[src/source/core_cfg_pkg.sv]
package core_cfg_pkg;

	// integer datapath width
	localparam int XLEN = 64;

	// register index and instruction widths
	localparam int REG_ADDR_W = 5;
	localparam int INST_W = 32;

	// retirement statistics
	localparam int CNT_W = 16;

	// one mask bit per byte lane of the store bus
	localparam int STRB_W = XLEN / 8;

endpackage

[src/source/xrs_file.sv]
`timescale 1ns/1ns

module xrs_file (
	input  logic clk_i,
	input  logic [core_cfg_pkg::REG_ADDR_W-1:0] rs1_i,
	input  logic [core_cfg_pkg::REG_ADDR_W-1:0] rs2_i,
	input  logic we_i,
	input  logic [core_cfg_pkg::REG_ADDR_W-1:0] rd_i,
	input  logic [core_cfg_pkg::XLEN-1:0] wdata_i,
	output logic [core_cfg_pkg::XLEN-1:0] rs1val_o,
	output logic [core_cfg_pkg::XLEN-1:0] rs2val_o
);
	localparam int NREGS = 1 << core_cfg_pkg::REG_ADDR_W;

	logic [core_cfg_pkg::XLEN-1:0] regs [NREGS];
	logic wr_hit;

	// x0 is never written
	assign wr_hit = we_i && (rd_i != '0);

	always_ff @(posedge clk_i) begin
		if (wr_hit) begin
			regs[rd_i] <= wdata_i;
		end
	end

	// registered reads see a write at the same edge
	always_ff @(posedge clk_i) begin
		if (rs1_i == '0) begin
			rs1val_o <= '0;
		end else if (wr_hit && rd_i == rs1_i) begin
			rs1val_o <= wdata_i;
		end else begin
			rs1val_o <= regs[rs1_i];
		end
		if (rs2_i == '0) begin
			rs2val_o <= '0;
		end else if (wr_hit && rd_i == rs2_i) begin
			rs2val_o <= wdata_i;
		end else begin
			rs2val_o <= regs[rs2_i];
		end
	end

endmodule
[config.mk]
export PLATFORM = sky130hd
export DESIGN_NAME = xrs_file
export DESIGN_NICKNAME = d
export VERILOG_FILES = /design/src/source/core_cfg_pkg.sv /design/src/source/xrs_file.sv
export SDC_FILE = /design/constraint.sdc
export NUM_CORES = 2
export LEC_CHECK = 0
export ABC_CLOCK_PERIOD_IN_PS = 8350
export BUFFER_PORTS_ARGS = -buffer_cell sky130_fd_sc_hd__buf_2
export CELL_PAD_IN_SITES_DETAIL_PLACEMENT = 1
export CELL_PAD_IN_SITES_GLOBAL_PLACEMENT = 2
export CORE_MARGIN = 5
export CORE_UTILIZATION = 30
export CTS_BUF_LIST = sky130_fd_sc_hd__clkbuf_16
export CTS_CLUSTER_DIAMETER = 120
export DETAILED_ROUTE_END_ITERATION = 8
export HOLD_SLACK_MARGIN = 0.15
export PLACE_DENSITY = 0.63
export REMOVE_ABC_BUFFERS = 1
export SYNTH_ARGS = -nofsm -noshare
export SYNTH_HDL_FRONTEND = slang
export SYNTH_SLANG_ARGS = --single-unit
[constraint.sdc]
create_clock -name clk_i -period 8.35 [get_ports clk_i]
set_input_delay 0.835 -clock clk_i [delete_from_list [all_inputs] [get_ports clk_i]]
set_output_delay 0.835 -clock clk_i [all_outputs]
set_load 0.05 [all_outputs]
After elaboration in Yosys (flattened, before gate mapping)

Memory sizes are Yosys's and may differ from the RTL's. A register that Yosys moved wholly into a read port is not among the register bits.
Cells that the tools add are included.

Logic and storage cells: 7
Flip-flop bits (word level): 0
Bits in writable memories: 2048
Memories kept: 1

Mux-type cells: 2
Reduce and logical (&&, ||, !) cells: 4

Memories:

| name | words | width | rd ports | clocked after memory_dff | wr ports | RTL line       | RTL |
|---|---|---|---|---|---|---|---|
| regs | 32    | 64    | 2        | 2                        | 1        | xrs_file.sv:15 | `logic [core_cfg_pkg::XLEN-1:0] regs [NREGS];` |

Operators by type and width:

| cell               | count |
|---|---|
| 5-bit zero test    | 2 |
| 5-bit nonzero test | 1 |
| 1-bit 2-to-1 mux   | 2 |
| 1-bit logical AND  | 1 |

Depth between registers and ports, before layout

Depth in word-level cells: 4
Gate-level depth with buffers: 11
Depth with buffers taken out: 5

Worst setup path before layout

No wires, ideal clock.

Path kind: input -> register
Start point: input port rd_i[0] (netlist name)
End point: memory regs[27][0] (netlist name), enable pin
Slack: 3643 ps
Data arrival time: 4220 ps
Stages on the path: 3
Library setup time: 486 ps
Required time: 7864 ps
Path through: clkbuf_1 nand3_1 nor2_1

Cells in the longest elaborated chain, start to end: 4

Ends and longest elaborated chain:

| element                                | RTL line       | RTL |
|---|---|---|
| start: declaration                     | xrs_file.sv:8  | `input logic [core_cfg_pkg::REG_ADDR_W-1:0] rd_i,` |
| 5-bit nonzero test                     | xrs_file.sv:19 | `assign wr_hit = we_i && (rd_i != '0);` |
| 1-bit logical AND                      | xrs_file.sv:19 |  |
| 1-bit 2-to-1 mux                       | xrs_file.sv:22 | `if (wr_hit) begin` |
| 1-bit 2-to-1 mux (implied by the code) | xrs_file.sv:23 | `regs[rd_i] <= wdata_i;` |
| end: declaration                       | xrs_file.sv:15 |  |

Parallel ways exist; a longest one is shown, timed or not.

Final worst setup path

Start point: input port rs2_i[2] (netlist name)
End point: register rs2val_o[60] (netlist name), read port of regs

Cells in the longest elaborated chain, start to end: 1

Ends and longest elaborated chain:

| element            | RTL line       | RTL |
|---|---|---|
| start: declaration | xrs_file.sv:6  | `input logic [core_cfg_pkg::REG_ADDR_W-1:0] rs2_i,` |
| 5-bit zero test    | xrs_file.sv:36 | `if (rs2_i == '0) begin` |
| end: declaration   | xrs_file.sv:11 | `output logic [core_cfg_pkg::XLEN-1:0] rs2val_o` |

Parallel ways exist; a longest one is shown, timed or not.

==> impl_metrics.py <==
metrics = {
    "logic_synthesis": {
        "synth_top_area_share_pct": 63.0,
        "netlist_area_sq_um": 97600,
        "netlist_instances": 5026,
        "synth_commonest_cells": "2048 x edfxtp_1, 876 x mux4_2, 324 x mux2i_1",
        "async_flop_share_pct": 0,
        "yosysMostFrequentCell": "edfxtp_1",
        "ys_types": 68,
        "ys_seq_elements": 2176,
        "synth_edf_count": 2048,
        "syn_area_per_cell_sq_um": 19.4,
        "yosys_warnings": 0,
        "synthTopCellsByArea": "edfxtp_1 63%, mux4_2 20%, mux2i_1 3.3%",
        "ys_seq_area_share_pct": 65.6,
        "synth_top_flop_cell": "edfxtp_1",
        "yosysTopAreaCell": "edfxtp_1",
    },
    "worst_setup_path": {
        "crit_path_end_kind": "flop",
        "worstPathMaxFanout": 34,
        "critPathLaunchType": "input port",
        "arrival_ns": 4.44,
        "critPathKind": "in -> reg",
        "required_ns": 9.13,
    },
    "timing": {
        "hold_viol": 0,
        "fmax_ghz": 0.273,
        "finClkSkew_ns": 0.0475,
        "rsz0062_at_grt": "false",
        "min_period_ns": 3.66,
        "worst_slew_pin_slew_ns": 1.22,
        "whs_ns": 0.439,
        "setup_tns_ns": 0,
        "finalCritPeriodShare_pct": 43.8,
        "drv_slew": 0,
        "slew_headroom_pct": 18.7,
        "setup_viol": 0,
    },
    "floorplan": {
        "start_util_pct": 30.1,
        "die_h_microns": 580,
        "rows": 209,
        "die_x_microns": 580,
        "io_pins": 209,
        "dieArea_sq_um": 337000,
        "core-area_sq_um": 324000,
    },
    "detailed_routing": {
        "drcViolationCount": 0,
        "avgViaCountPerCell": 5.98,
        "ant_nets": 0,
        "first_iter_violations": 7232,
        "routed_wl_microns": 384000,
        "wl_per_cell_microns": 39.0,
        "firstDrtPassIters": 5,
        "via_count": 58857,
    },
    "placement": {
        "dpl_cell_area_sq_um": 104000,
        "place_congestion": 0.774,
        "numPortBuffers": 208,
        "dp_cells": 9390,
        "place_hpwl_microns": 215000,
    },
    "power": {
        "ir_worst_vdd_mv": 0.170,
        "power_density_nw_per_um2": 226,
        "fin_total_pwr_mw": 25.3,
        "p_leak_nw": 35.7,
    },
    "clock_tree": {
        "clock_latency_ns": 0.89,
        "clk_pin_slew_worst_paths_ns": 0.06,
        "cts_made_buffers": 241,
        "cts_tree": "yes",
        "clock_sinks": 2176,
        "clk_path_buf_depth": 4,
        "cts_hold_buf": 0,
        "ctsResizeCount": 0,
        "cts_setup_buffers": 0,
        "clock-root-buffer": "clkbuf_16",
        "htree_levels": 4,
    },
    "finish": {
        "syn_to_final_growth_pct": 14.6,
        "fin_area_sq_um": 112000,
        "register_area_sq_um": 64100,
        "fin_nets": 5389,
        "final_cells": 9850,
        "drive_gt1_share_pct": 30.4,
        "n_fill_cell": 32092,
        "multi_input_area_sq_um": 31900,
    },
    "outcome": {
        "status": "completed",
    },
    "global_routing": {
        "grt_pass1_wl_microns": 523000,
        "grt_pass1_vias": 61198,
        "grtUsageTotal_pct": 22.1,
        "grt_max_degree": 87,
        "overflow": 0,
        "antenna_found_initial": 54,
    },
    "run": {
        "drv_cap": 0,
    },
    "min_path": {
        "hold_class": "in -> reg",
    },
}
==> layout make-up <==
type,instances,area share (%)
Clock buffer,243,5.44
Inverter,7,0.0269
Multi-Input combinational cell,2493,28.5
Sequential cell,2176,57.3
Clock inverter,199,1.38
Antenna cell,18,0.0403
Tap cell,4325,4.84
Timing Repair Buffer,389,2.50
==> flip-flops by register name, indices dropped and copies added, names as in the netlist <==
name / flops
rs1val_o: 64
rs2val_o: 64
regs: 2048
==> critical path, cell delays in order <==
cell,delay [ns]
buf_6,0.20
buf_4,0.47
or3_4,0.57
or3_1,0.41
o21ai_4,0.09
buf_4,0.43
buf_4,0.74
a2111oi_0,0.16
a211o_1,0.28
==> cells in the final DEF, fill, tap and decap left out, drive strengths merged, types with 50 or more instances in the layout <==
cell / Yosys / final
clkinv: 2 / 95
buf: 267 / 388
a21oi: 125 / 125
a22o: 107 / 107
nand2: 102 / 102
o221ai: 55 / 55
o21ai: 50 / 50
clkbuf: 146 / 244
mux4: 876 / 876
mux2i: 324 / 324
inv: 5 / 81
nand3: 67 / 67
conb: 1 / 64
a211oi: 65 / 65
dfxtp: 128 / 128
a221oi: 51 / 51
edfxtp: 2048 / 2048
o22ai: 90 / 90
a22oi: 176 / 176
nor2: 76 / 76
==> report_power, final <==
group          switching (mW)  internal, mW
Combinational            1.62         0.814
Clock                    4.50          5.98
Sequential              0.177          12.2
==> cell families after synthesis <==
| kind of cell | synth area share, % |
|---|---|
| flip-flops | 65.6 |
| multiplexers | 23.7 |
| AO/OA/AOI/OAI | 6.48 |
| buffers and inverters | 2.37 |
| AND/OR/NAND/NOR | 1.70 |
| XOR/XNOR | 0.0897 |
| other | 0.00384 |
==> per-layer routing <==
metal	vias to the layer above	share of wire, %	GRT usage [%]
li1	22397	-	-
met1	32811	41	30.1
met2	2984	48	36.2
met3	643	7.9	3.98
met4	22	3.4	6.73
met5	-	0.035	0
==> path summary, 6_finish.rpt <==
path                                        startpoint                      end  slack (ns)  depth (start not counted)
worst min-delay path                        wdata_i[8]   rs2val_o[8]$_SDFF_PN0_        0.44                          3
worst max register to register  regs[15][21]$_DFFE_PP_  rs2val_o[21]$_SDFF_PN0_        6.18                          5
worst max-delay path                          rs2_i[2]  rs2val_o[60]$_SDFF_PN0_        4.69                          9
worst min register to register  regs[20][59]$_DFFE_PP_  rs1val_o[59]$_SDFF_PN0_        0.78                          4
==> per-stage QoR <==
step	setup WS (ns)	utilization [%]
final	4.69	34.5
after global routing	4.73	34.5
after CTS	4.85	34.5
after detailed placement	3.91	32.1
after global placement	3.95	32.1
after floorplan	2.16	-
No activity file was read; power rests on OpenSTA's default activity.
