--- config.mk ---
export PLATFORM = sky130hd
export DESIGN_NAME = retire_counter
export DESIGN_NICKNAME = d
export VERILOG_FILES = /design/src/source/core_cfg_pkg.sv /design/src/source/retire_counter.sv
export SDC_FILE = /design/constraint.sdc
export NUM_CORES = 1
export LEC_CHECK = 0
export ABC_AREA = 1
export BUFFER_PORTS_ARGS = -buffer_cell sky130_fd_sc_hd__buf_2
export CORE_MARGIN = 2
export CORE_UTILIZATION = 45
export CTS_BUF_LIST = sky130_fd_sc_hd__clkbuf_8 sky130_fd_sc_hd__clkbuf_16
export CTS_CLUSTER_DIAMETER = 100
export DETAILED_ROUTE_END_ITERATION = 6
export GPL_ROUTABILITY_DRIVEN = 0
export PLACE_DENSITY = 0.64
export SETUP_SLACK_MARGIN = 0.15
export SLEW_MARGIN = 20
export SYNTH_ARGS = -nofsm -noshare
export SYNTH_HDL_FRONTEND = slang
export SYNTH_SLANG_ARGS = --single-unit
--- constraint.sdc ---
create_clock -name clk_i -period 2.36 [get_ports clk_i]
set_input_delay 0.354 -clock clk_i [delete_from_list [all_inputs] [get_ports clk_i]]
set_output_delay 0.354 -clock clk_i [all_outputs]
set_load 0.05 [all_outputs]
--- src/source/core_cfg_pkg.sv ---
package core_cfg_pkg;

	// integer datapath width
	localparam int XLEN = 64;

	// register index and instruction widths
	localparam int REG_ADDR_W = 5;
	localparam int INST_W = 32;

	// retirement statistics
	localparam int CNT_W = 16;

	// one mask bit per byte lane of the store bus
	localparam int STRB_W = XLEN / 8;

endpackage

--- src/source/retire_counter.sv ---
`timescale 1ns/1ns

module retire_counter (
	input  logic clk_i,
	input  logic reset_i,
	input  logic wb_valid_i,
	input  logic store_valid_i,
	input  logic illegal_i,
	output logic [core_cfg_pkg::CNT_W-1:0] alu_count_o,
	output logic [core_cfg_pkg::CNT_W-1:0] store_count_o,
	output logic [core_cfg_pkg::CNT_W-1:0] illegal_count_o
);
	logic [2:0] ev;
	logic [core_cfg_pkg::CNT_W-1:0] cnt_r [3];

	assign ev = {illegal_i, store_valid_i, wb_valid_i};

	// each counter holds at all ones
	always_ff @(posedge clk_i) begin
		for (int i = 0; i < 3; i++) begin
			if (reset_i) begin
				cnt_r[i] <= '0;
			end else if (ev[i] && !(&cnt_r[i])) begin
				cnt_r[i] <= cnt_r[i] + 1'b1;
			end
		end
	end

	assign alu_count_o = cnt_r[0];
	assign store_count_o = cnt_r[1];
	assign illegal_count_o = cnt_r[2];

endmodule

---- Word-level counts from Yosys, hierarchy flattened ----
Memories as Yosys holds them, arrays and structs flattened.
Cells that the tools add are included.
storage, ports and cells
  word-level logic and storage cells ...... 30
  bits of input ports ..................... 5
  output and inout port bits .............. 48
  memory bits (writable) .................. 48
  memories kept ........................... 1
  register bits ........................... 0
memory list
  memory  depth  width  read ports  clocked after Yosys merged registers in  wr ports  line                  source
  cnt_r   3      16     3           0                                        3         retire_counter.sv:14  logic [core_cfg_pkg::CNT_W-1:0] cnt_r [3];
operators by class
  multiplexer cells ....................... 14
  bitwise operators ....................... 3
  add/subtract/negate cells ............... 3
  reduce and logical (&&, ||, !) cells .... 9
operator list
  cell                                            count
  adder 16 x 1 -> 16 bit (second input constant)  3
  two-way mux 16 bit                              3
  AND reduction 16 bit                            3
  two-way mux 1 bit                               11
  logical AND 1 bit                               3
  logical NOT 1 bit                               3
  OR 1 bit                                        3

---- Longest topological paths before layout ----
  word-level depth ........................ 7
  gate-level depth with buffers ........... 8
  mapped depth without buffers ............ 8

---- Worst setup path after synthesis ----
No wires, ideal clock.
  path type ............................... reg-to-reg
  start ................................... memory cnt_r[2][0] (netlist bit)
  end ..................................... memory cnt_r[2][0] (netlist bit) (enable)
  arrival ................................. 1.719 ns
  required time ........................... 1.997 ns
  path slack .............................. 0.278 ns
  clock period less this slack ............ 2.082 ns
  library setup time ...................... 0.363 ns
  stages on the path, launching flop included .. 7
  path buffers ............................ 0
  cells stage by stage .................... edfxtp_1 > ha_1 > nand3_2 > nor2_4 > nand2_2 > nand2_1 > nand2_1
RTL lines
  item                line
  start: declaration  retire_counter.sv:14

==> summary.md <==
| Metric | Value |
|---|---|
| Run status | `completed` |
| Number of cells on the worst reg-to-reg path | `7` |
| R2r startpoint | `cnt_r[1][0]` |
| Worst-path clk slew | `0.09 ns` |
| Max Clk Rate | `533 MHz` |
| DR WL/cell | `12.6 um` |
| Residual overflow from global routing | `0` |
| Vias in the first global route | `2,120` |
| Crit path setup slack, layout | `0.485 ns` |
| Initial antenna violation count | `0` |
| Ratio of cells with drive above 1 in the final layout | `19.2%` |
| Non-Filler Cell Area, Final | `3260 um^2` |
| Data required time of the worst path | `~2.4 ns` |
| Port bufs | `52` |
| # rows | `28` |
| Post-synthesis instance area | `2830 um^2` |
| Maximum count of clock buffers along a single path | `2` |
| Ant. Diodes | `0` |
| Number of instances resized during post-cts repair | `0` |
| Max-slew headroom | `67.1%` |
| Total iterations of the first detailed-routing run | `4` |
| Clock Root Buffer | `sky130_fd_sc_hd__clkbuf_8` |
| Static Leakage | `0.00137 uW` |
| Dominant cells by area after synthesis | `sky130_fd_sc_hd__edfxtp_1 51%, sky130_fd_sc_hd__nand2_1 12%, sky130_fd_sc_hd__nor2_1 9.0%, sky130_fd_sc_hd__inv_1 4.8%, sky130_fd_sc_hd__xnor2_1 3.7%` |
| First-pass GRT wire length | `9.75 mm` |
| Category of the critical setup timing path | `reg -> reg` |
| Global-route usage over all layers | `~17%` |
| Final cycle utilization of the critical path | `79.5%` |
| Worst clock skew on the final layout | `0.00632 ns` |
| Die X-Extent | `83.3 um` |
| Critical path startpoint category | `register` |
| Avg Inst Size Synth | `8.53 um^2` |
| Hold buffer count at cts | `0` |
| # DRC | `0` |
| Number of DRC markers in iteration 0 | `94` |
| Clock buffer count from CTS | `5` |
| Final setup violation count | `0` |
| Worst reg-to-reg setup slack | `0.48 ns` |
| CTS H-Tree Depth | `2` |
| Detailed-route vias per instance | `4.87` |
| Boundary pin count | `53` |
| Maximum resistive drop on vdd | `between 0.3 and 0.4 mV` |
| Area share of the largest cell type after synthesis | `between 50 and 60%` |
| Tightest hold margin | `roughly 0.58 ns` |
| Min Tclk post-route | `about 1.9 ns` |
| Die area | `just under 7000 um^2` |
| Routed wire length | `5.85 mm` |
| Latest clock arrival within the worst-skew pair | `~0.29 ns` |
| Cell count after placement | `459` |
| Nature of the critical path endpoint | `register` |
| Hold path startpoint | `illegal_i` |
| Core Region | `5990 um^2` |
| Actual slew at the worst max-slew pin | `just under 0.5 ns` |
| Setup Total Neg Slack | `0 ns` |
| Initial cell density of the core | `between 40 and 50%` |
| Final net count | `399` |
| Hold-critical path depth | `3` |
| Count of yosys warnings during synthesis | `0` |
| Maximum number of pins on one net before global-route repair | `17` |
| Non-filler instance count after layout | `466` |
| Clock sinks | `between 40 and 50` |
| Overall via count from detail_route | `approximately 2,300` |
| Net Count, Synth | `340` |
| Reg with most FFs | `cnt_r` |
| Count of filler cells inserted in the layout | `575` |
| Share of synthesized area occupied by flip-flops and latches | `50.9%` |
| Count of antenna-violating nets left after detailed routing | `0` |
| Post-CTS setup repair buffer count | `0` |
| Final-report hold violation count | `0` |
| Critical-path maximum fanout | `9` |
| Flop and latch count out of synthesis | `48` |
| Max FFs per register | `48` |
| Slew Limit Fails | `0` |
| TritonCTS clock tree | `done` |
| Worst Setup Slack post-DPL | `0.476 ns` |
| Count of distinct cell types in the synthesized netlist | `23` |
| Biggest registers after layout | `cnt_r x48` |
| End of the worst register-to-register path | `cnt_r[1][13]` |
| Worst min path class | `in -> reg` |
| Max Cap Viol | `0` |
| Instance area after placement | `3190 um^2` |
| Post-synthesis instance total | `roughly 330` |
| Setup repair after global routing missed its margin | `false` |
| Post-detailed-placement half-perimeter wirelength | `~4.4 mm` |
| Worst Hold End | `cnt_r[2][12]` |
| Signal arrival time at the worst endpoint | `slightly below 2 ns` |
| Cell taking the most area after synthesis | `sky130_fd_sc_hd__edfxtp_1` |
| Die boundary height | `83.3 um` |
| Power density over the cells | `579 nW/um^2` |
| Area Overhead vs Synth | `15.2%` |
cells in the mapped netlist:
master	count
sky130_fd_sc_hd__nand4_1	7
sky130_fd_sc_hd__nor2_4	2
sky130_fd_sc_hd__buf_6	3
sky130_fd_sc_hd__nand3b_1	4
sky130_fd_sc_hd__nand3_2	3
sky130_fd_sc_hd__edfxtp_1	48
sky130_fd_sc_hd__ha_1	3
sky130_fd_sc_hd__o21bai_1	3
sky130_fd_sc_hd__inv_1	36
sky130_fd_sc_hd__inv_2	1
sky130_fd_sc_hd__or2_2	1
sky130_fd_sc_hd__xnor2_1	12
sky130_fd_sc_hd__nand2_2	4
sky130_fd_sc_hd__nand3_1	15
sky130_fd_sc_hd__or2_0	2
sky130_fd_sc_hd__nor2_1	68
sky130_fd_sc_hd__a21oi_1	14
sky130_fd_sc_hd__o21ai_0	4
sky130_fd_sc_hd__nor3_1	1
sky130_fd_sc_hd__nor2_2	2
sky130_fd_sc_hd__xor2_1	9
sky130_fd_sc_hd__nand3_4	2
sky130_fd_sc_hd__nand2_1	88
routing by layer:
layer / wire (um) / global-route usage [%] / vias up
met2: 2860 / 29.0 / 39
met1: 2710 / 22.5 / 1035
met4: 44 / 3.58 / 0
met3: 238 / 3.58 / 4
li1: - / - / 1191
met5: 0 / 0 / -
power by group:
group          leakage (uW)  internal, uW  switching (uW)  total (uW)
Clock             0.0000391           196             259         455
Sequential         0.000532           999            67.1        1070
Combinational      0.000800          85.6             284         369
cell usage in the layout (no fill, tap or decap), drive strengths merged:
cell type  synthesis  layout
nand3b             4       4
o21bai             3       3
nor3               1       1
nand2             92      92
inv               37      37
nand4              7       7
xnor2             12      12
ha                 3       3
a21oi             14      14
nand3             20      20
edfxtp            48      48
buf                3      55
xor2               9       9
or2                3       3
nor2              72      72
clkbuf             0       5
clkinv             0       2
o21ai              4       4
layout make-up:
| class | count | area [um^2] | share of cell area, % |
|---|---|---|---|
| clock inverter | 2 | 7.51 | 0.230 |
| inverter | 37 | 139 | 4.26 |
| tap | 75 | 93.8 | 2.88 |
| sequential | 48 | 1440 | 44.2 |
| multi-input combinational | 244 | 1220 | 37.3 |
| clock buffer | 5 | 68.8 | 2.11 |
| timing repair buffer | 55 | 295 | 9.05 |
how the worst max path moves through the flow:
stage,from,endpoint,cells past startpoint
after CTS,cnt_r[1][0],cnt_r[1][12],7
final,cnt_r[1][0],cnt_r[1][13],7
after global routing,cnt_r[2][0],cnt_r[2][15],7
after global placement,cnt_r[2][0],cnt_r[2][12],7
after detailed placement,cnt_r[1][0],cnt_r[1][12],7
after floorplan,cnt_r[2][0],cnt_r[2][0],6
cells by family (layout without fill, tap and decap cells):
| group | count (synthesis) | in the layout | share of synthesized area [%] |
|---|---|---|---|
| simple gates | 199 | 199 | 31.2 |
| flops | 48 | 48 | 50.9 |
| buf+inv | 40 | 99 | 6.10 |
| compound gates | 21 | 21 | 3.98 |
| xor+xnor | 21 | 21 | 6.50 |
| fa+ha+maj | 3 | 3 | 1.33 |
critical path, cell delays in order (launching register included):
cell and delay [ns]:
sky130_fd_sc_hd__edfxtp_1 0.42, sky130_fd_sc_hd__ha_1 0.23, sky130_fd_sc_hd__nand3_2 0.13, sky130_fd_sc_hd__nor2_4 0.21, sky130_fd_sc_hd__nand2_2 0.10, sky130_fd_sc_hd__nand2_1 0.07
sky130_fd_sc_hd__nand2_1 0.21, sky130_fd_sc_hd__buf_4 0.27
per-stage QoR:
step,util (%),power [uW]
after global placement,53.2,1450
after floorplan,-,1360
after detailed placement,53.2,1460
final,54.5,1890
after CTS,54.5,1910
after global routing,54.5,1970
Note: power is estimated with default switching activity, not from simulation.
