File: config.mk
export PLATFORM = sky130hd
export DESIGN_NAME = decode
export DESIGN_NICKNAME = d
export VERILOG_FILES = /design/src/source/core_cfg_pkg.sv /design/src/source/rv_isa_pkg.sv /design/src/source/decode.sv
export SDC_FILE = /design/constraint.sdc
export NUM_CORES = 1
export LEC_CHECK = 0
export ABC_AREA = 1
export BUFFER_PORTS_ARGS = -buffer_cell sky130_fd_sc_hd__buf_2
export CAP_MARGIN = 20
export CORE_AREA = 2 2 202 204
export CTS_CLUSTER_DIAMETER = 30
export DETAILED_ROUTE_END_ITERATION = 12
export DIE_AREA = 0 0 204 206
export GPL_ROUTABILITY_DRIVEN = 0
export GPL_TIMING_DRIVEN = 0
export HOLD_SLACK_MARGIN = 0.05
export PLACE_DENSITY_LB_ADDON = 0.12
export RECOVER_POWER = 25
export SLEW_MARGIN = 10
export SYNTH_ARGS = -nofsm -noshare
export SYNTH_HDL_FRONTEND = slang
export SYNTH_SLANG_ARGS = --single-unit
File: constraint.sdc
create_clock -name clk_i -period 3.8 [get_ports clk_i]
set_input_delay 0.76 -clock clk_i [delete_from_list [all_inputs] [get_ports clk_i]]
set_output_delay 0.76 -clock clk_i [all_outputs]
set_load 0.005 [all_outputs]
File: src/source/core_cfg_pkg.sv
package core_cfg_pkg;

	// integer datapath width
	localparam int XLEN = 64;

	// register index and instruction widths
	localparam int REG_ADDR_W = 5;
	localparam int INST_W = 32;

	// retirement statistics
	localparam int CNT_W = 16;

	// one mask bit per byte lane of the store bus
	localparam int STRB_W = XLEN / 8;

endpackage

File: src/source/rv_isa_pkg.sv
package rv_isa_pkg;

	// major opcodes handled by the slice
	localparam logic [6:0] OPC_OP_IMM = 7'b0010011;
	localparam logic [6:0] OPC_STORE = 7'b0100011;

	// funct3 codes of the OP-IMM group
	localparam logic [2:0] F3_ADD = 3'b000;
	localparam logic [2:0] F3_SLL = 3'b001;
	localparam logic [2:0] F3_SLT = 3'b010;
	localparam logic [2:0] F3_SLTU = 3'b011;
	localparam logic [2:0] F3_XOR = 3'b100;
	localparam logic [2:0] F3_SR = 3'b101;
	localparam logic [2:0] F3_OR = 3'b110;
	localparam logic [2:0] F3_AND = 3'b111;

	// store access size follows funct3[1:0] of SB/SH/SW/SD
	localparam logic [2:0] XRS_RWE_S8 = 3'b000;
	localparam logic [2:0] XRS_RWE_S16 = 3'b001;
	localparam logic [2:0] XRS_RWE_S32 = 3'b010;
	localparam logic [2:0] XRS_RWE_S64 = 3'b011;

	// addi x0, x0, 0
	localparam logic [core_cfg_pkg::INST_W-1:0] INST_NOP = 32'h0000_0013;

	// one instruction word seen as I-type or as S-type
	typedef union packed {
		struct packed {
			logic [11:0] imm;
			logic [4:0] rs1;
			logic [2:0] funct3;
			logic [4:0] rd;
			logic [6:0] opcode;
		} i_view;
		struct packed {
			logic [6:0] imm_hi;
			logic [4:0] rs2;
			logic [4:0] rs1;
			logic [2:0] funct3;
			logic [4:0] imm_lo;
			logic [6:0] opcode;
		} s_view;
	} rv_inst_u;

endpackage

File: src/source/decode.sv
`timescale 1ns/1ns

module decode (
	input  logic clk_i,
	input  logic reset_i,
	input  logic [core_cfg_pkg::INST_W-1:0] inst_i,
	input  logic inst_en_i,
	input  logic [core_cfg_pkg::XLEN-1:0] rs1val_i,
	input  logic [core_cfg_pkg::XLEN-1:0] rs2val_i,
	input  logic [core_cfg_pkg::REG_ADDR_W-1:0] ex_rd_i,
	input  logic [core_cfg_pkg::REG_ADDR_W-1:0] mem_rd_i,
	input  logic [core_cfg_pkg::XLEN-1:0] ex_q_i,
	input  logic [core_cfg_pkg::XLEN-1:0] mem_q_i,
	output logic [core_cfg_pkg::XLEN-1:0] inpa_o,
	output logic [core_cfg_pkg::XLEN-1:0] inpb_o,
	output logic [core_cfg_pkg::XLEN-1:0] dat_o,
	output logic invb_o,
	output logic cflag_o,
	output logic lsh_en_o,
	output logic rsh_en_o,
	output logic ltu_en_o,
	output logic lts_en_o,
	output logic sum_en_o,
	output logic and_en_o,
	output logic xor_en_o,
	output logic [core_cfg_pkg::REG_ADDR_W-1:0] rd_o,
	output logic [core_cfg_pkg::REG_ADDR_W-1:0] rs1_o,
	output logic [core_cfg_pkg::REG_ADDR_W-1:0] rs2_o,
	output logic we_o,
	output logic mem_o,
	output logic [2:0] xrs_rwe_o,
	output logic illegal_o,
	output logic valid_o
);
	localparam int XLEN = core_cfg_pkg::XLEN;

	rv_isa_pkg::rv_inst_u inst_in;
	rv_isa_pkg::rv_inst_u inst_r;
	logic [core_cfg_pkg::REG_ADDR_W-1:0] rs1_r;
	logic [core_cfg_pkg::REG_ADDR_W-1:0] rs2_r;
	logic [XLEN-1:0] rs1_fwd;
	logic [XLEN-1:0] rs2_fwd;
	logic [XLEN-1:0] imm_i;
	logic [XLEN-1:0] imm_s;

	// register file is read a cycle early, straight from the incoming word
	assign inst_in = inst_i;
	assign rs1_o = inst_in.i_view.rs1;
	assign rs2_o = inst_in.s_view.rs2;

	always_ff @(posedge clk_i) begin
		if (reset_i) begin
			inst_r <= rv_isa_pkg::INST_NOP;
			valid_o <= 1'b0;
		end else begin
			valid_o <= inst_en_i;
			if (inst_en_i) begin
				inst_r <= inst_i;
			end
		end
	end

	assign rs1_r = inst_r.i_view.rs1;
	assign rs2_r = inst_r.s_view.rs2;
	assign rd_o = inst_r.i_view.rd;

	// youngest producer wins, x0 never forwards
	assign rs1_fwd = (rs1_r != '0 && ex_rd_i == rs1_r) ? ex_q_i :
		(rs1_r != '0 && mem_rd_i == rs1_r) ? mem_q_i : rs1val_i;
	assign rs2_fwd = (rs2_r != '0 && ex_rd_i == rs2_r) ? ex_q_i :
		(rs2_r != '0 && mem_rd_i == rs2_r) ? mem_q_i : rs2val_i;

	assign imm_i = {{(XLEN-12){inst_r.i_view.imm[11]}}, inst_r.i_view.imm};
	assign imm_s = {{(XLEN-12){inst_r.s_view.imm_hi[6]}}, inst_r.s_view.imm_hi,
		inst_r.s_view.imm_lo};

	always_comb begin
		illegal_o = 1'b1;
		inpa_o = '0;
		inpb_o = '0;
		dat_o = '0;
		invb_o = 1'b0;
		cflag_o = 1'b0;
		lsh_en_o = 1'b0;
		rsh_en_o = 1'b0;
		ltu_en_o = 1'b0;
		lts_en_o = 1'b0;
		sum_en_o = 1'b0;
		and_en_o = 1'b0;
		xor_en_o = 1'b0;
		we_o = 1'b0;
		mem_o = 1'b0;
		xrs_rwe_o = rv_isa_pkg::XRS_RWE_S64;
		case (inst_r.i_view.opcode)
			rv_isa_pkg::OPC_STORE: begin
				// funct3[2] set has no store encoding
				if (!inst_r.s_view.funct3[2]) begin
					illegal_o = 1'b0;
					inpa_o = rs1_fwd;
					inpb_o = imm_s;
					sum_en_o = 1'b1;
					mem_o = 1'b1;
					dat_o = rs2_fwd;
					case (inst_r.s_view.funct3[1:0])
						2'b00: xrs_rwe_o = rv_isa_pkg::XRS_RWE_S8;
						2'b01: xrs_rwe_o = rv_isa_pkg::XRS_RWE_S16;
						2'b10: xrs_rwe_o = rv_isa_pkg::XRS_RWE_S32;
						default: xrs_rwe_o = rv_isa_pkg::XRS_RWE_S64;
					endcase
				end
			end
			rv_isa_pkg::OPC_OP_IMM: begin
				illegal_o = 1'b0;
				inpa_o = rs1_fwd;
				inpb_o = imm_i;
				we_o = 1'b1;
				case (inst_r.i_view.funct3)
					rv_isa_pkg::F3_ADD: sum_en_o = 1'b1;
					rv_isa_pkg::F3_SLL: lsh_en_o = 1'b1;
					// compares run through the adder as a - b
					rv_isa_pkg::F3_SLT: begin
						lts_en_o = 1'b1;
						invb_o = 1'b1;
					end
					rv_isa_pkg::F3_SLTU: begin
						ltu_en_o = 1'b1;
						invb_o = 1'b1;
					end
					rv_isa_pkg::F3_XOR: xor_en_o = 1'b1;
					rv_isa_pkg::F3_SR: begin
						rsh_en_o = 1'b1;
						// imm bit 10 selects SRAI
						cflag_o = inst_r.i_view.imm[10];
					end
					rv_isa_pkg::F3_OR: begin
						and_en_o = 1'b1;
						xor_en_o = 1'b1;
					end
					default: and_en_o = 1'b1;
				endcase
			end
			default: begin
				illegal_o = 1'b1;
			end
		endcase
	end

endmodule

=== Yosys cells after proc, flatten, opt, wreduce, memory -nomap -nowiden ===
Cells that the tools add are included.

* Flip-flop bits (word level): 33
* Output and inout port bits: 223
* Word-level logic and storage cells: 63

* Equal/unequal tests: 14
* Muxes and demuxes: 36
* Reductions and logical operators: 11

{| class="wikitable"
|+ Operator list
! operator !! number
|-
| 64-bit 2-to-1 mux || 8
|-
| 64-bit one-hot mux with 2 select lines || 2
|-
| 1-bit 2-to-1 mux || 21
|-
| 5-bit == test || 4
|-
| 5-bit nonzero test || 2
|-
| 3-bit == test, second input constant || 3
|-
| 7-bit by 5-bit == test with 1-bit output, second input constant || 1
|-
| 7-bit by 6-bit == test with 1-bit output, second input constant || 1
|-
| 3-bit by 2-bit == test with 1-bit output, second input constant || 2
|-
| 2-bit one-hot mux with 3 select lines || 1
|-
| 6-bit OR reduction || 1
|-
| 1-bit logical AND || 4
|-
| 2-bit 2-to-1 mux || 2
|-
| 1-bit one-hot mux with 2 select lines || 2
|-
| 2-bit OR reduction || 2
|-
| 3-bit by 1-bit == test with 1-bit output, second input constant || 1
|-
| 3-bit zero test || 1
|-
| 2-bit by 1-bit == test with 1-bit output, second input constant || 1
|-
| 2-bit == test, second input constant || 1
|-
| 2-bit zero test || 1
|}

=== Logic depth before layout (Yosys ltp) ===
Gate-level depths: netlist of the first run.

* Depth after elaboration: 6
* Gate-level depth with buffers: 10
* Depth with buffers taken out: 9

=== Worst setup path after synthesis of the first run ===
Ideal clock, no wire load.

* Kind: reg-to-output
* Start: register inst_r[1] (netlist name)
* End: output inpb_o[12] (netlist name)
* Arrival: 3.088 ns
* Slack: -0.048 ns
* Stages on the path, launching flop included: 11
* Cell sequence: dfxtp_1 > nand2_1 > nor3_4 > nand2_2 > nor2_4 > inv_2 > nand2_2 > buf_6 > inv_2 > nor2_1 > buf_4

* Longest elaborated chain between the ends: 2

{| class="wikitable"
|+ Ends and longest elaborated chain
! element !! RTL line !! RTL
|-
| from (decl) || decode.sv:38 || <nowiki>rv_isa_pkg::rv_inst_u inst_r;</nowiki>
|-
| from (signal assigned) || decode.sv:53 || <nowiki>inst_r <= rv_isa_pkg::INST_NOP;</nowiki>
|-
| from (signal assigned) || decode.sv:58 || <nowiki>inst_r <= inst_i;</nowiki>
|-
| 7-bit by 5-bit == test with 1-bit output / 7-bit by 6-bit == test with 1-bit output (equally long branches) || decode.sv:94 || <nowiki>case (inst_r.i_view.opcode)</nowiki>
|-
| 64-bit one-hot mux with 2 select lines (*) || decode.sv:94 ||
|-
| to (decl) || decode.sv:15 || <nowiki>output logic [core_cfg_pkg::XLEN-1:0] inpb_o,</nowiki>
|}

Mark *: on every way between the ends. The rest lies on a longest branch, timed or not.

=== Final worst setup path of the first run ===
* Start: register inst_r[1] (netlist name)
* End: output inpb_o[39] (netlist name)

Same word-level chain as after synthesis.

==> impl_metrics.sql, run 1 <==
INSERT INTO impl_metrics (metric_group, metric, value, unit) VALUES
('hold_path', 'min_path_cells', '2', ''),
('floorplanning', 'core_region_area', '40180', 'um2'),
('global_routing', 'grt.met2_usage', '0.3584', ''),
('sta', 'fin_worst_skew', '0', 'ps'),
('worst_setup_path', 'worstPathMaxFanout', '38', ''),
('sta', 'grt_setup_unrepaired', 'no', ''),
('floorplanning', 'die_w', '204', 'um'),
('clock_tree', 'tritoncts', 'built', ''),
('sta', 'layout_min_cycle_time', '3456', 'ps'),
('floorplanning', 'die_area', '42020', 'um2'),
('power', 'p_per_area', '177.2', 'nW/um2'),
('sta', 'timing.final.setup_violations', '0', ''),
('synth', 'postSynthNetCount', '1600', ''),
('hold_path', 'hold_path.startpoint', 'inst_r[28]', ''),
('clock_tree', 'latest_clock_arrival_within_the_worst_skew_pair', '280', 'ps'),
('synth', 'post_synth_inst_count', '1299', ''),
('detailed_routing', 'drt-initial-drc-count', '555', ''),
('power', 'sw_frac_of_total', '0.4144', ''),
('clock_tree', 'cts_resized', '0', ''),
('detailed_routing', 'post-route-drc-count', '0', ''),
('power', 'clkPwrFrac', '0.232', ''),
('floorplanning', 'initial_util', '0.1585', ''),
('clock_tree', 'clk_transition_reported_paths', '50', 'ps'),
('sta', 'final.setup.tns', '0', 'ps'),
('floorplanning', 'floorplan.io_pins', '524', ''),
('worst_setup_path', 'crit-reg2reg-launch', 'inst_r[14]', ''),
('worst_setup_path', 'worst-r2r-cell-count', '2', ''),
('worst_setup_path', 'crit_required', '3040', 'ps'),
('worst_setup_path', 'cpMaxStageDelayCell', 'sky130_fd_sc_hd__nor2_4', ''),
('global_routing', 'grt_start_max_net_pins', '39', ''),
('sta', 'worst-slew-pin-transition', '773.2', 'ps'),
('worst_setup_path', 'arrival', '2700', 'ps'),
('synth', 'ys.warnings.count', '0', ''),
('detailed_routing', 'wire_per_inst', '18.43', 'um'),
('detailed_routing', 'num_vias', '9834', ''),
('synth', 'ys_types', '25', ''),
('clock_tree', 'postCtsHoldBufs', '0', ''),
('detailed_routing', 'dr.pass1.iters', '5', ''),
('global_routing', 'grt_antenna_before_repair', '20', ''),
('detailed_routing', 'ant_nets', '0', ''),
('floorplanning', 'floorplan.die.height', '206', 'um'),
('clock_tree', 'tritoncts.num_buffers', '5', ''),
('power', 'p_leak', '6.160', 'nW'),
('sta', 'timing.max_slew.rel_slack', '0.4840', ''),
('worst_setup_path', 'cp-start-kind', 'register', ''),
('synth', 'synth_enable_flop_cells', '0', ''),
('global_routing', 'track_usage', '0.1943', ''),
('sta', 'report.final.slew_viol_count', '0', ''),
('clock_tree', 'cts-root-to-sink-buffers', '2', ''),
('worst_setup_path', 'end_kind', 'output port', ''),
('sta', 'fin_crit_sh', '0.9096', ''),
('global_routing', 'globalRoute.busiestLayer', 'met2', ''),
('power', 'power.sequential.fraction', '0.225', ''),
('run', 'max_cap_violations', '0', ''),
('hold_path', 'min_to', 'inst_r[28]', ''),
('power', 'power_report.internal_total', '0.001020', 'W'),
('power', 'net-switching-power', '0.0007217', 'W'),
('clock_tree', 'post-cts-setup-buffers', '0', ''),
('finish', 'drive_gt1_frac', '0.3647', ''),
('detailed_routing', 'via_per_inst', '4.144', ''),
('placement', 'port_buffers', '522', ''),
('synth', 'postSynthRegisterBits', '33', ''),
('finish', 'area_added_between_synthesis_and_finish', '54.29', '%'),
('synth', 'ys_seq_area_frac', '0.1037', ''),
('outcome', 'outcome', 'finished clean', ''),
('finish', 'postLayoutCoreUtil', '0.2446', ''),
('power', 'power_frac_comb', '0.543', ''),
('finish', 'num-nets-final', '2130', ''),
('clock_tree', 'cts_sinks', '33', ''),
('sta', 'maxClockFrequency', '0.2893', 'GHz'),
('global_routing', 'gr-total-overflow', '0', '');
==> Yosys cell counts (2+ instances only) <==
| cell type | instances | area, um2 |
|---|---|---|
| sky130_fd_sc_hd__nor2_1 | 420 | 1577 |
| sky130_fd_sc_hd__nand2_1 | 174 | 653.1 |
| sky130_fd_sc_hd__inv_1 | 152 | 570.6 |
| sky130_fd_sc_hd__nand3_1 | 136 | 680.7 |
| sky130_fd_sc_hd__o21ai_0 | 112 | 560.5 |
| sky130_fd_sc_hd__buf_4 | 72 | 540.5 |
| sky130_fd_sc_hd__buf_2 | 62 | 310.3 |
| sky130_fd_sc_hd__o21ai_1 | 50 | 250.2 |
| sky130_fd_sc_hd__dfxtp_1 | 33 | 660.6 |
| sky130_fd_sc_hd__a21oi_1 | 19 | 95.09 |
| sky130_fd_sc_hd__clkbuf_1 | 16 | 60.06 |
| sky130_fd_sc_hd__xnor2_1 | 13 | 113.9 |
| sky130_fd_sc_hd__inv_2 | 8 | 30.03 |
| sky130_fd_sc_hd__buf_6 | 6 | 67.56 |
| sky130_fd_sc_hd__nor2_4 | 6 | 67.56 |
| sky130_fd_sc_hd__nor3_1 | 6 | 30.03 |
| sky130_fd_sc_hd__nand4_1 | 3 | 18.77 |
| sky130_fd_sc_hd__nand2_2 | 2 | 12.51 |
| sky130_fd_sc_hd__nor2_2 | 2 | 12.51 |
| sky130_fd_sc_hd__nor4_1 | 2 | 12.51 |
==> worst register-to-register path: cells and delay by family, from the launching register on <==
| kind | cells | cell delay (ps) |
|---|---|---|
| flops | 1 | 480 |
| buf+inv | 1 | 170 |
| compound gates | 1 | 160 |
==> per-stage QoR <==
step                      cell area [um2]  setup slack, ps  std cells
after floorplan                      6372            642.1       1299
after global placement               9651           -377.8       2353
after detailed placement             9683            393.4       2354
after CTS                            9826            250.2       2361
after global routing                 9818            105.1       2369
final                                9828            343.5       2373
==> metal layers <==
layer,vias up,part of all wire
met3,46,0.068
met2,347,0.50
met1,4420,0.41
li1,5009,-
met5,-,0.0019
met4,12,0.017
==> power groups by stage <==
stage	Sequential (W)	Clock [W]	Combinational [W]
floorplan	0.000393	0	0.000497
global placement	0.000399	0	0.000952
detailed placement	0.000399	0	0.000955
CTS	0.000392	0.000418	0.000959
global route	0.000395	0.000431	0.00105
finish	0.000391	0.000404	0.000946
==> final cells by class <==
class | count | area, um2 | share of cell area
multi-input cells | 950 | 4138 | 0.4210
well taps | 532 | 665.6 | 0.06773
plain buffers | 156 | 977.2 | 0.09943
diodes | 12 | 30.03 | 0.003055
repair buffers | 523 | 2614 | 0.2659
clock buffers | 7 | 142.6 | 0.01451
flip-flops and latches | 33 | 660.6 | 0.06722
inverters | 160 | 600.6 | 0.06111
==> state kept, by name, summed over array words and instances (netlist names) <==
register,cells
inst_r,32
valid_o,1
==> cell families after synthesis <==
group | Yosys count | synth area share
simple gates | 753 | 0.4852
compound gates | 182 | 0.1434
flops | 33 | 0.1037
other cells | 1 | 0.0005887
buf+inv | 316 | 0.2479
xor+xnor | 14 | 0.01925
==> worst max path at each step <==
stage	start	endpoint	slack, ps	depth (start not counted)
after floorplan	inst_r[1]	inpb_o[12]	640	10
after global placement	inst_r[1]	inpb_o[37]	-380	11
final	inst_r[1]	inpb_o[39]	340	12
after CTS	inst_r[0]	inpb_o[29]	250	12
after detailed placement	mem_rd_i[0]	inpa_o[44]	390	9
after global routing	inst_r[1]	inpb_o[39]	110	12
(Power assumes the default switching activity.)
==> run 2: changes to the inputs <==
--- a/config.mk
+++ b/config.mk
@@ -6,7 +6,7 @@
 export NUM_CORES = 1
 export LEC_CHECK = 0
 export ABC_AREA = 1
-export BUFFER_PORTS_ARGS = -buffer_cell sky130_fd_sc_hd__buf_2
+export BUFFER_PORTS_ARGS = -buffer_cell sky130_fd_sc_hd__buf_4
 export CAP_MARGIN = 20
 export CORE_AREA = 2 2 202 204
 export CTS_CLUSTER_DIAMETER = 30
==> constraint.sdc (replaced) <==
create_clock -name clk_i -period 3.8 [get_ports clk_i]
set_input_delay 0.95 -clock clk_i [delete_from_list [all_inputs] [get_ports clk_i]]
set_output_delay 0.95 -clock clk_i [all_outputs]
set_load 0.005 [all_outputs]
==> run 2 against run 1 <==
  * Flip-flop and latch count is the same
  * Worst hold slack lost 6.4 ps
  * Non-clock buffer count up 1
  * Largest power group unchanged
  * Highest routed layer unchanged
==> impl_metrics.sql, run 2 (same netlist as run 1, synthesis figures left out) <==
INSERT INTO impl_metrics (metric_group, metric, value, unit) VALUES
('placement', 'place.detailed.instances', '2354', ''),
('clock_tree', 'clk_transition_reported_paths', '50', 'ps'),
('global_routing', 'grt_first_pass_wirelength', '61570', 'um'),
('sta', 'final-hold-violation-count', '0', ''),
('worst_setup_path', 'end_kind', 'output port', ''),
('sta', 'fin_crit_sh', '0.9484', ''),
('detailed_routing', 'detail_route.wirelength', '44410', 'um'),
('worst_setup_path', 'crit_path_cell_trace', 'buf_4 -> xnor2_1 -> nand2_1 -> nor2_4 -> buf_2 -> nand3_1 -> nand2_1 -> nor2_1 -> nor2_1 -> buf_4', ''),
('worst_setup_path', 'cp-start-kind', 'input pin', ''),
('finish', 'mostFrequentLayoutCells', '575 x sky130_fd_sc_hd__buf_4, 419 x sky130_fd_sc_hd__nor2_1, 175 x sky130_fd_sc_hd__nand2_1, 153 x sky130_fd_sc_hd__inv_1, 136 x sky130_fd_sc_hd__nand3_1', ''),
('sta', 'timing.final.setup_violations', '0', ''),
('detailed_routing', 'via_per_inst', '4.152', ''),
('floorplanning', 'die_w', '204', 'um'),
('floorplanning', 'floorplan.io_pins', '524', ''),
('global_routing', 'grt_antenna_before_repair', '11', ''),
('placement', 'dpl.hpwl', '37140', 'um'),
('clock_tree', 'cts_sinks', '33', ''),
('detailed_routing', 'num_vias', '9845', ''),
('finish', 'largest_register_ffs', '32', ''),
('clock_tree', 'cts-root-to-sink-buffers', '2', ''),
('sta', 'report.final.slew_viol_count', '0', ''),
('outcome', 'outcome', 'finished clean', ''),
('clock_tree', 'clockRootBuffer', 'sky130_fd_sc_hd__clkbuf_16', ''),
('floorplanning', 'row_count', '74', ''),
('clock_tree', 'tritoncts.num_buffers', '5', ''),
('sta', 'worst-slew-pin-transition', '785.4', 'ps'),
('sta', 'timing.max_slew.rel_slack', '0.4764', ''),
('worst_setup_path', 'arrival', '2650', 'ps'),
('global_routing', 'grt_pass1_vias', '9549', ''),
('clock_tree', 'h-tree-depth', '2', ''),
('floorplanning', 'core_region_area', '40180', 'um2'),
('placement', 'placement_cell_area', '10980', 'um2'),
('clock_tree', 'tritoncts', 'built', ''),
('finish', 'n_fill_cell', '4797', ''),
('worst_setup_path', 'worst-setup-path-type', 'in2out', ''),
('power', 'p_per_area', '167.8', 'nW/um2'),
('global_routing', 'gr-total-overflow', '0', ''),
('finish', 'postLayoutCoreUtil', '0.2772', ''),
('hold_path', 'timing.hold.worst.class', 'reg2reg', ''),
('finish', 'reg_top3', 'inst_r: 32 flops, valid_o: 1 flops', ''),
('global_routing', 'grt_start_max_net_pins', '42', ''),
('detailed_routing', 'dr.pass1.iters', '5', ''),
('floorplanning', 'die_area', '42020', 'um2'),
('finish', 'area_added_between_synthesis_and_finish', '74.84', '%'),
('global_routing', 'track_usage', '0.1974', ''),
('finish', 'finalInstanceArea', '11140', 'um2'),
('finish', 'max_flop_register', 'inst_r', ''),
('detailed_routing', 'wire_per_inst', '18.73', 'um'),
('detailed_routing', 'drt-initial-drc-count', '569', ''),
('clock_tree', 'latest_clock_arrival_within_the_worst_skew_pair', '280', 'ps'),
('sta', 'layout_min_cycle_time', '3604', 'ps'),
('finish', 'finish.cell_count_without_fillers', '2371', ''),
('floorplanning', 'floorplan.die.height', '206', 'um'),
('finish', 'most_common_library_cell_in_the_layout_ignoring_fill_and_taps', 'sky130_fd_sc_hd__buf_4', ''),
('power', 'p_leak', '6.476', 'nW'),
('sta', 'fin_worst_skew', '0', 'ps'),
('floorplanning', 'initial_util', '0.1585', ''),
('detailed_routing', 'post-route-drc-count', '0', ''),
('run', 'max_cap_violations', '0', ''),
('placement', 'port_buffers', '522', ''),
('worst_setup_path', 'critical_path.top_delay_family', 'simple AND/OR/NAND/NOR gates', ''),
('worst_setup_path', 'crit_required', '2850', 'ps'),
('power', 'p_total', '0.001869', 'W'),
('worst_setup_path', 'cp_slowest_stage_delay', '330', 'ps'),
('power', 'ir_drop', '156.4', 'uV'),
('worst_setup_path', 'critPathBufInv', '3', ''),
('finish', 'num-nets-final', '2131', ''),
('detailed_routing', 'ant_nets', '0', ''),
('sta', 'maxClockFrequency', '0.2775', 'GHz'),
('worst_setup_path', 'cpMaxStageDelayCell', 'sky130_fd_sc_hd__nor2_4', ''),
('sta', 'fin_worst_hold_slack', '454.1', 'ps'),
('worst_setup_path', 'worstPathMaxFanout', '10', ''),
('sta', 'grt_setup_unrepaired', 'no', ''),
('finish', 'drive_gt1_frac', '0.3732', '');
==> run 2: what timing repair did <==
item / 4_1_cts / 5_1_grt
hold buffers: 0 / 0
setup buffers: 0 / 1
setup endpoints to repair: 0 / 89
gates resized for setup: 0 / 1
==> run 2: worst register-to-register path, cell delays in order, from the launching register on <==
cell and delay (ps):
sky130_fd_sc_hd__dfxtp_1 490, sky130_fd_sc_hd__inv_1 160, sky130_fd_sc_hd__a21oi_1 160
==> run 2: layout make-up <==
cell class / count / area (um2) / area share
Antenna cell: 9 / 22.52 / 0.002022
Buffer: 156 / 977.2 / 0.08774
Clock buffer: 7 / 142.6 / 0.01281
Inverter: 160 / 600.6 / 0.05393
Multi-Input combinational cell: 950 / 4140 / 0.3718
Sequential cell: 33 / 660.6 / 0.05932
Tap cell: 532 / 665.6 / 0.05977
Timing Repair Buffer: 524 / 3928 / 0.3527
==> run 2: final timing paths <==
check        slack [ps]  cells after the start   startpoint          to
max                 200                     10  mem_rd_i[0]  inpa_o[44]
min                 450                      2    inst_r[0]   inst_r[0]
max reg2reg        2910                      2   inst_r[14]  inst_r[14]
min reg2reg         450                      2    inst_r[0]   inst_r[0]
==> run 2: power by group <==
group	switching, W	internal (W)
Clock	0.000142	0.000257
Combinational	0.000556	0.000523
Sequential	0.0000202	0.000371
Total	0.000718	0.00115
==> run 2: per-stage QoR <==
step / setup WS [ps] / TNS (ps)
detailed placement: 15.96 / 0
global placement: -621.3 / -32500
finish: 196.1 / 0
CTS: 15.61 / 0
global route: 5.917 / 0
floorplan: 452.1 / 0
==> run 2: per-layer routing <==
layer | wire length [um] | track usage
met5 | 23 | 0
met4 | 985 | 0.06056
met3 | 3607 | 0.04667
met2 | 22540 | 0.3646
met1 | 17260 | 0.2235
